## src/i2c_pkg.sv

```systemverilog
package i2c_pkg;

	// ========================================================================
	// bus timing
	// ========================================================================

	localparam int bit_div = 20; // system clocks per SCL bit.
	localparam int cnt_w   = $clog2(bit_div);

	// ticks inside one bit period.
	// scl_pull drops at a quarter and returns at three quarters,
	// so SCL is high over the middle half of every data bit.
	localparam logic [cnt_w-1:0] tick_scl_rise = cnt_w'(bit_div / 4);
	localparam logic [cnt_w-1:0] tick_sample   = cnt_w'(bit_div / 2); // SDA sampled here.
	localparam logic [cnt_w-1:0] tick_scl_fall = cnt_w'(bit_div * 3 / 4);
	localparam logic [cnt_w-1:0] tick_last     = cnt_w'(bit_div - 1);

	// ========================================================================
	// targets
	// ========================================================================

	localparam int n_targets = 4;
	localparam int n_regs    = 16; // per target.
	localparam int reg_aw    = $clog2(n_regs);

	// target k answers at dev_base + k.
	localparam logic [6:0] dev_base = 7'h50;

	// ========================================================================
	// types
	// ========================================================================

	typedef struct packed {
		logic [6:0] dev;
		logic       rw; // 1 = read.
	} i2c_addr_fields_t;

	// address byte, seen as shifted bits or as its fields.
	typedef union packed {
		logic [7:0]       raw;
		i2c_addr_fields_t fld;
	} i2c_addr_byte_u;

	typedef struct packed {
		logic       write; // 0 = read.
		logic [6:0] dev;
		logic [7:0] reg_addr;
		logic [7:0] wdata;
	} i2c_req_t;

	typedef struct packed {
		logic [7:0] rdata;
		logic       nack; // some byte was not acknowledged.
	} i2c_rsp_t;

endpackage
```

## src/i2c_subsys_top.sv

```systemverilog
`timescale 1ns/1ps

module i2c_subsys_top (
	input  logic              clk,
	input  logic              reset_n,
	input  logic              req_valid,
	input  i2c_pkg::i2c_req_t req,
	output logic              busy,
	output logic              done,
	output i2c_pkg::i2c_rsp_t rsp
);

	logic                            sda;
	logic                            scl;
	logic                            m_sda_pull;
	logic                            m_scl_pull;
	logic [i2c_pkg::n_targets-1:0]   t_sda_pull;

	// ========================================================================
	// open-drain resolution
	// ========================================================================

	assign sda = !(m_sda_pull || (|t_sda_pull)); // low if anyone pulls.
	assign scl = !m_scl_pull;                     // only the master clocks.

	i2c_master m0 (
		.clk       (clk),
		.reset_n   (reset_n),
		.req_valid (req_valid),
		.req       (req),
		.sda_in    (sda),
		.scl_in    (scl),
		.sda_pull  (m_sda_pull),
		.scl_pull  (m_scl_pull),
		.busy      (busy),
		.done      (done),
		.rsp       (rsp)
	);

	// one target per device address.
	generate
		for (genvar k = 0; k < i2c_pkg::n_targets; k++) begin : g_target
			i2c_reg_target u_target (
				.clk      (clk),
				.reset_n  (reset_n),
				.my_dev   (i2c_pkg::dev_base + 7'(k)),
				.sda_in   (sda),
				.scl_in   (scl),
				.sda_pull (t_sda_pull[k])
			);
		end
	endgenerate

endmodule

```

## src/i2c_reg_target.sv

```systemverilog
`timescale 1ns/1ps

module i2c_reg_target (
	input  logic       clk,
	input  logic       reset_n,
	input  logic [6:0] my_dev,
	input  logic       sda_in,
	input  logic       scl_in,
	output logic       sda_pull
);

	typedef enum logic [2:0] {
		tg_idle,
		tg_addr,
		tg_reg,
		tg_wdata,
		tg_rdata
	} tstate_t;

	tstate_t                    state;
	logic [1:0]                 sda_sync;
	logic [1:0]                 scl_sync;
	logic                       sda_prev;
	logic                       scl_prev;
	logic                       start_det;
	logic                       stop_det;
	logic                       scl_rise;
	logic                       scl_fall;
	logic                       wr_en;
	logic [3:0]                 bit_cnt;
	logic [7:0]                 rx_q;
	logic [7:0]                 tx_q;
	logic [i2c_pkg::reg_aw-1:0] ptr;
	logic [7:0]                 regs [i2c_pkg::n_regs];
	i2c_pkg::i2c_addr_byte_u    addr_u;

	// ========================================================================
	// line sync and bus events
	// ========================================================================

	always_ff @(posedge clk or negedge reset_n) begin
		if (!reset_n) begin
			sda_sync <= 2'b11;
			scl_sync <= 2'b11;
			sda_prev <= 1'b1;
			scl_prev <= 1'b1;
		end else begin
			sda_sync <= {sda_sync[0], sda_in};
			scl_sync <= {scl_sync[0], scl_in};
			sda_prev <= sda_sync[1];
			scl_prev <= scl_sync[1];
		end
	end

	assign start_det = scl_sync[1] && scl_prev && sda_prev && !sda_sync[1];
	assign stop_det  = scl_sync[1] && scl_prev && !sda_prev && sda_sync[1];
	assign scl_rise  = scl_sync[1] && !scl_prev;
	assign scl_fall  = !scl_sync[1] && scl_prev;

	assign addr_u.raw = rx_q;
	assign wr_en      = (state == tg_wdata) && scl_fall && (bit_cnt == 4'd8);

	// ========================================================================
	// byte FSM
	// ========================================================================

	always_ff @(posedge clk or negedge reset_n) begin
		if (!reset_n) begin
			state    <= tg_idle;
			bit_cnt  <= '0;
			sda_pull <= 1'b0;
			ptr      <= '0;
			tx_q     <= '0;
		end else if (stop_det) begin
			state    <= tg_idle;
			sda_pull <= 1'b0;
		end else if (start_det) begin
			state    <= tg_addr; // repeated start lands here too.
			bit_cnt  <= '0;
			sda_pull <= 1'b0;
		end else if (state != tg_idle) begin
			if (scl_rise) begin
				bit_cnt <= bit_cnt + 1'b1;
			end
			if (scl_fall && bit_cnt == 4'd8) begin
				// ACK bit begins.
				case (state)
					tg_addr: begin
						if (addr_u.fld.dev == my_dev) begin
							sda_pull <= 1'b1;
						end else begin
							state <= tg_idle; // not ours, stay quiet.
						end
					end
					tg_reg: begin
						if (rx_q[7:i2c_pkg::reg_aw] == '0) begin
							sda_pull <= 1'b1;
							ptr      <= rx_q[i2c_pkg::reg_aw-1:0];
						end else begin
							state <= tg_idle;
						end
					end
					tg_wdata: sda_pull <= 1'b1;
					default:  sda_pull <= 1'b0; // master answers read data.
				endcase
			end else if (scl_fall && bit_cnt == 4'd9) begin
				bit_cnt  <= '0;
				sda_pull <= 1'b0;
				case (state)
					tg_addr: begin
						if (addr_u.fld.rw) begin
							state    <= tg_rdata;
							sda_pull <= !regs[ptr][7];
							tx_q     <= {regs[ptr][6:0], 1'b0};
						end else begin
							state <= tg_reg;
						end
					end
					tg_reg:  state <= tg_wdata;
					default: state <= tg_idle;
				endcase
			end else if (scl_fall && state == tg_rdata) begin
				sda_pull <= !tx_q[7];
				tx_q     <= {tx_q[6:0], 1'b0};
			end
		end
	end

	always_ff @(posedge clk) begin
		if (state != tg_idle && scl_rise && bit_cnt < 4'd8) begin
			rx_q <= {rx_q[6:0], sda_sync[1]};
		end
	end

	// register file, written at the data ACK.
	always_ff @(posedge clk or negedge reset_n) begin
		if (!reset_n) begin
			for (int i = 0; i < i2c_pkg::n_regs; i++) begin
				regs[i] <= '0;
			end
		end else if (wr_en) begin
			regs[ptr] <= rx_q;
		end
	end

	a_idle_quiet: assert property (@(posedge clk) disable iff (!reset_n)
		(state == tg_idle) |-> !sda_pull)
		else $error("target holds SDA while idle.");

endmodule

```

## src/i2c_master.sv

```systemverilog
`timescale 1ns/1ps

module i2c_master (
	input  logic              clk,
	input  logic              reset_n,
	input  logic              req_valid,
	input  i2c_pkg::i2c_req_t req,
	input  logic              sda_in,
	input  logic              scl_in,
	output logic              sda_pull,
	output logic              scl_pull,
	output logic              busy,
	output logic              done,
	output i2c_pkg::i2c_rsp_t rsp
);

	typedef enum logic [3:0] {
		st_idle,
		st_start,
		st_dev_addr,
		st_reg_addr,
		st_wr_data,
		st_restart,
		st_rd_dev_addr,
		st_rd_data,
		st_stop
	} state_t;

	state_t                      state;
	state_t                      next_byte;
	logic [i2c_pkg::cnt_w-1:0]   cnt;
	logic [3:0]                  bit_cnt;
	logic                        fin;
	logic                        nack_q;
	logic                        ack_q;
	logic [7:0]                  rx_q;
	logic [7:0]                  tx_byte;
	i2c_pkg::i2c_req_t           req_q;
	i2c_pkg::i2c_addr_byte_u     addr_wr;
	i2c_pkg::i2c_addr_byte_u     addr_rd;
	logic                        accept;
	logic                        in_byte;
	logic                        period_end;
	logic                        byte_end;
	logic                        sample_pt;
	logic                        scl_low;

	assign accept     = req_valid && !busy;
	assign in_byte    = state inside {st_dev_addr, st_reg_addr, st_wr_data,
	                                  st_rd_dev_addr, st_rd_data};
	assign period_end = (state != st_idle) && (cnt == i2c_pkg::tick_last);
	assign byte_end   = in_byte && period_end && (bit_cnt == 4'd8);
	assign sample_pt  = (cnt == i2c_pkg::tick_sample) && scl_in;
	assign scl_low    = (cnt < i2c_pkg::tick_scl_rise) || (cnt >= i2c_pkg::tick_scl_fall);

	always_comb begin
		addr_wr.fld.dev = req_q.dev;
		addr_wr.fld.rw  = 1'b0;
		addr_rd.fld.dev = req_q.dev;
		addr_rd.fld.rw  = 1'b1;
	end

	// byte on the wire; all ones releases SDA for read data.
	always_comb begin
		case (state)
			st_dev_addr:    tx_byte = addr_wr.raw;
			st_reg_addr:    tx_byte = req_q.reg_addr;
			st_wr_data:     tx_byte = req_q.wdata;
			st_rd_dev_addr: tx_byte = addr_rd.raw;
			default:        tx_byte = 8'hff;
		endcase
	end

	always_comb begin
		case (state)
			st_dev_addr:    next_byte = st_reg_addr;
			st_reg_addr:    next_byte = req_q.write ? st_wr_data : st_restart;
			st_rd_dev_addr: next_byte = st_rd_data;
			default:        next_byte = st_stop;
		endcase
	end

	// ========================================================================
	// bus drive
	// ========================================================================

	always_comb begin
		sda_pull = 1'b0;
		scl_pull = 1'b0;
		case (state)
			st_start: begin
				sda_pull = (cnt >= i2c_pkg::tick_sample); // SDA falls with SCL high.
				scl_pull = (cnt >= i2c_pkg::tick_scl_fall);
			end
			st_restart: begin
				sda_pull = (cnt >= i2c_pkg::tick_sample);
				scl_pull = scl_low;
			end
			st_stop: begin
				sda_pull = (cnt < i2c_pkg::tick_sample); // SDA rises with SCL high.
				scl_pull = (cnt < i2c_pkg::tick_scl_rise);
			end
			st_dev_addr, st_reg_addr, st_wr_data, st_rd_dev_addr, st_rd_data: begin
				// MSB first, ACK bit left released.
				sda_pull = (bit_cnt < 4'd8) && !tx_byte[3'd7 - bit_cnt[2:0]];
				scl_pull = scl_low;
			end
			default: begin
				sda_pull = 1'b0;
				scl_pull = 1'b0;
			end
		endcase
	end

	// ========================================================================
	// control
	// ========================================================================

	always_ff @(posedge clk or negedge reset_n) begin
		if (!reset_n) begin
			state   <= st_idle;
			cnt     <= '0;
			bit_cnt <= '0;
			busy    <= 1'b0;
			fin     <= 1'b0;
			done    <= 1'b0;
			nack_q  <= 1'b0;
			rsp     <= '0;
		end else begin
			done <= 1'b0;

			if (accept) begin
				busy   <= 1'b1;
				nack_q <= 1'b0;
			end

			// one cycle after stop, close the transfer.
			if (fin) begin
				fin  <= 1'b0;
				busy <= 1'b0;
				done <= 1'b1;
				rsp  <= '{rdata: rx_q, nack: nack_q};
			end

			if (state == st_idle || period_end) begin
				cnt <= '0;
			end else begin
				cnt <= cnt + 1'b1;
			end

			if (!in_byte || byte_end) begin
				bit_cnt <= '0;
			end else if (period_end) begin
				bit_cnt <= bit_cnt + 1'b1;
			end

			case (state)
				st_idle: begin
					if (busy && !fin) begin
						state <= st_start;
					end
				end
				st_start: begin
					if (period_end) begin
						state <= st_dev_addr;
					end
				end
				st_restart: begin
					if (period_end) begin
						state <= st_rd_dev_addr;
					end
				end
				st_stop: begin
					if (period_end) begin
						state <= st_idle;
						fin   <= 1'b1;
					end
				end
				default: begin
					if (byte_end) begin
						if (state != st_rd_data && ack_q) begin
							nack_q <= 1'b1; // no ACK, go straight to stop.
							state  <= st_stop;
						end else begin
							state <= next_byte;
						end
					end
				end
			endcase
		end
	end

	// request copy and received bits.
	always_ff @(posedge clk) begin
		if (accept) begin
			req_q <= req;
			rx_q  <= '0;
		end else if (sample_pt && state == st_rd_data && bit_cnt < 4'd8) begin
			rx_q <= {rx_q[6:0], sda_in};
		end
		if (sample_pt && bit_cnt == 4'd8) begin
			ack_q <= sda_in; // high means NACK.
		end
	end

	a_scl_quiet: assert property (@(posedge clk) disable iff (!reset_n)
		!busy |-> !scl_pull)
		else $error("SCL pulled low outside a transfer.");

	a_done_busy: assert property (@(posedge clk) disable iff (!reset_n)
		done |-> $past(busy))
		else $error("done without a transfer in progress.");

endmodule

```

## config.mk

```make
export PLATFORM = sky130hd
export DESIGN_NAME = i2c_subsys_top
export DESIGN_NICKNAME = d
export VERILOG_FILES = /design/src/i2c_pkg.sv /design/src/i2c_subsys_top.sv /design/src/i2c_reg_target.sv /design/src/i2c_master.sv
export SDC_FILE = /design/constraint.sdc
export NUM_CORES = 1
export LEC_CHECK = 0
export ABC_CLOCK_PERIOD_IN_PS = 3600
export BUFFER_PORTS_ARGS = -buffer_cell sky130_fd_sc_hd__buf_2
export CORE_MARGIN = 1.5
export CORE_UTILIZATION = 55
export DETAILED_ROUTE_END_ITERATION = 8
export HOLD_SLACK_MARGIN = 0.03
export PLACE_DENSITY = 0.79
export RECOVER_POWER = 25
export SLEW_MARGIN = 40
export SYNTH_ARGS = -nofsm -noshare
export SYNTH_HDL_FRONTEND = slang
export SYNTH_HIERARCHICAL = 1
export SYNTH_SLANG_ARGS = --single-unit
```

## constraint.sdc

```tcl
create_clock -name clk -period 3.6 [get_ports clk]
set_clock_uncertainty 0.05 [all_clocks]
set_input_delay 0.18 -clock clk [delete_from_list [all_inputs] [get_ports clk]]
set_output_delay 0.18 -clock clk [all_outputs]
set_load 0.03 [all_outputs]
```

==> metrics.csv <==
stage;metric;value;unit
timing;fmax;303;MHz
die;initial_core_util;0.559;
routing;drtIter0Drc;1407;
die;io-pin-count;38;
power_and_ir_drop;power;20400;uW
routing;drc;0;
status;status;complete, but fails checks;
layout;antenna_cells_inserted;0;
global_routing;grt_usage;0.237;
power_and_ir_drop;p_leak;0.0166;uW
cts;clock_latency;630;ps
routing;wl;71.2;mm
global_routing;grt_max_degree;142;
synth;ys_seq_elements;703;
routing;drt_pass1_iterations;5;
routing;avgRoutedWirePerCell;22.1;um
cts;ctsHtreeMaxLevel;3;
timing;tns;0;ps
timing;worstMarginPinSlew;2320;ps
timing;relSlewSlack;-0.546;
layout;drive_gt1_frac;0.394;
placed_design;hpwl;46.1;mm
power_and_ir_drop;vdd_ir_drop_max;509;uV
cts;cts_resized;0;
run;drv_cap;6;
routing;num_vias;19800;
cts;cts.sinks;703;
synth;synth_top_cell_by_area;dfrtp_1;
routing;routed_via_density;6.15;
critical_path;cp_data_required_time;4110;ps
cts;cts_tree;done;
timing;period_share;0.918;
synth;yosys_warnings;6;
power_and_ir_drop;powerDensity;555;mW/mm^2
layout;fillers;4339;
critical_path;startpoint_type;register;
placed_design;dp_slack;380;ps
critical_path;crit_type;reg -> reg;
die;die_w;248;um
synth;synth_edf_count;57;
layout;final_nets;2426;
timing;period_needed;3300;ps
cts;clock_path_buffers;3;
die;fp.coreArea;0.0592;mm^2
synth;synth_top_cell_area_share;0.464;
timing;rsz0062_at_grt;no;
cts;clockRootBuffer;clkbuf_16;
global_routing;overflow;0;
timing;hold_viol_final;0;
die;core.rowCount;89;
synth;yosysUniqueCellTypes;96;
die;die_area;0.0616;mm^2
layout;utilization;0.619;
synth;avgSynthCellArea;14.1;um^2
timing;drv_slew;360;
global_routing;antenna_found_initial;0;
critical_path;worstPathMaxFanout;22;
timing;whs;215;ps
placed_design;gp_congestion;0.851;
synth;netlist_instances;2341;
die;dieHeight;248;um
synth;netlist_area;0.0331;mm^2
placed_design;io_buffers;37;
synth;ys.flop_type;dfrtp_1;
global_routing;grt_pass1_wl;115;mm
critical_path;arrival;3810;ps
cts;clk_pin_slew;60;ps
synth;ys_seq_area_frac;0.540;
global_routing;grt_pass1_vias;20900;
synth;synthArstFlopShare;0.908;
synth;synth.area.top_cells;dfrtp_1, mux2_2, mux4_2, edfxtp_1, dfstp_2;
critical_path;worstSetupEndpointType;register;
routing;ant_nets;0;
cts;cts_made_buffers;73;
layout;area_growth;10.8;%
timing;setup_viol;0;
min_path;hold_class;in -> reg;
cts;post_cts_buffers;0;
status;violations;max-capacitance violations, max-slew violations;
timing;setup_slack;297;ps
-- metal layers --
| layer | vias to the layer above | GRT usage | routed length (um) |
|---|---|---|---|
| met3 | 138 | 0.0357 | 2960 |
| met2 | 484 | 0.398 | 36200 |
| met4 | 0 | 0.0762 | 1910 |
| li1 | 8746 | - | - |
| met1 | 10400 | 0.320 | 30100 |
| met5 | - | 0 | 0 |
-- cell families after synthesis --
kind of cell               Yosys count  synth area share
xor gates and xnor gates            34           0.00900
other                                2          0.000227
buffers and inverters              199            0.0287
DFF                                703             0.540
muxes                              700             0.283
AOI/OAI and AO/OA                  265            0.0553
adders and majority gates           16           0.00605
and+or+nand+nor                    422            0.0776
-- placed cells by master (no fill, tap or decap), types with 9 or more instances in the layout --
master           n
a21o_1          11
a21oi_1         83
a22oi_1         40
and3_1          15
buf_2           34
buf_4           21
clkbuf_1        30
clkbuf_16       75
clkbuf_8        15
conb_1          28
dfrtp_1        606
dfstp_1         12
dfstp_2         12
dlygate4sd3_1   26
edfxtp_1        57
ha_1            16
inv_1           42
mux2_2         538
mux2i_1         26
mux4_2         135
nand2_1         61
nand2_2         12
nand2b_1        16
nand3_1         29
nand3b_1        13
nand4_1         14
nor2_1          90
nor2_2          13
nor2b_1         28
nor3_1          19
nor3b_1         11
o21ai_0         41
or3_1           10
xnor2_1         25
xor2_1           9
-- final timing paths --
path,end,startpoint,slack (ps),depth (start not counted)
setup / recovery,m0/rx_q[0]$_SDFFE_PP0P_,m0/state[0]$_DFFE_PN0P_,300,9
hold / removal,m0/req_q[12]$_DFFE_PP_,req[12],220,2
setup reg to reg,m0/rx_q[0]$_SDFFE_PP0P_,m0/state[0]$_DFFE_PN0P_,300,9
hold reg to reg,g_target[1].u_target/sda_sync[1]$_DFF_PN1_,g_target[1].u_target/sda_sync[0]$_DFF_PN1_,310,0
max in group asynchronous,g_target[0].u_target/regs[41]$_DFFE_PN0P_,reset_n,690,3
min in group asynchronous,g_target[3].u_target/regs[116]$_DFFE_PN0P_,reset_n,610,3
-- synthesized netlist by cell type, types with 7 or more instances --
master,count
buf_6,13
a21oi_1,83
mux2i_1,26
a22oi_1,40
mux4_2,135
clkbuf_1,73
nor3_1,20
nand2_1,61
dfrtp_1,614
and2_1,8
buf_1,17
o21ai_0,41
dfstp_2,24
nor4_1,9
ha_1,16
and3_1,15
nand4_1,14
buf_4,15
nand3_1,29
dfxtp_1,8
a21oi_2,8
nor3b_1,11
mux2_2,538
buf_2,38
nand2_2,12
edfxtp_1,57
nor2b_1,30
xor2_1,9
or3_1,10
inv_1,42
nor2_2,9
a21o_1,11
nand3b_1,13
xnor2_1,25
nor2_1,94
or2_2,7
nand2b_1,16
-- power breakdown --
part | total (uW) | switching [uW] | internal [uW]
sequential | 10100 | 1370 | 8760
clock | 7710 | 3100 | 4610
combinational | 2520 | 1450 | 1070
-- sequential cells by signal (all words and copies together) (netlist names), 7 cells and up --
name / count
g_target.u_target/regs: 512
g_target.u_target/addr_u: 32
g_target.u_target/tx_q: 28
m0/req_q: 17
g_target.u_target/bit_cnt: 16
g_target.u_target/ptr: 16
g_target.u_target/state: 12
m0/rsp: 9
g_target.u_target/scl_sync: 8
g_target.u_target/sda_sync: 8
m0/rx_q: 8
m0/addr_rd: 7
-- worst max-delay path: stages (launching register included) --
cell	delay (ps)
dfrtp_1	620
nor4b_2	630
a221oi_1	210
o32ai_1	170
nand3_1	100
o31a_1	250
or4_1	500
nor2_1	420
mux2i_1	160
nor2_1	100
-- final cells by class --
| class | count | area [um^2] | area share |
|---|---|---|---|
| Clock buffer | 113 | 2170 | 0.0592 |
| Clock inverter | 20 | 310 | 0.00846 |
| Inverter | 42 | 158 | 0.00430 |
| Multi-Input combinational cell | 1465 | 14400 | 0.393 |
| Sequential cell | 703 | 17900 | 0.488 |
| Tap cell | 773 | 967 | 0.0264 |
| Timing Repair Buffer | 98 | 769 | 0.0210 |
-- timing repair --
action                                  in CTS  in global routing
hold buffers                                27                  0
endpoints found under the setup margin       0                  0
hold endpoints to repair                   585                  0
-- metrics by stage --
stage / area, um^2 / cells
finish: 36700 / 3214
global route: 36700 / 3214
CTS: 36700 / 3209
detailed placement: 33900 / 3049
global placement: 33900 / 3048
floorplan: 33200 / 2367
Note: power is estimated with default switching activity, not from simulation.
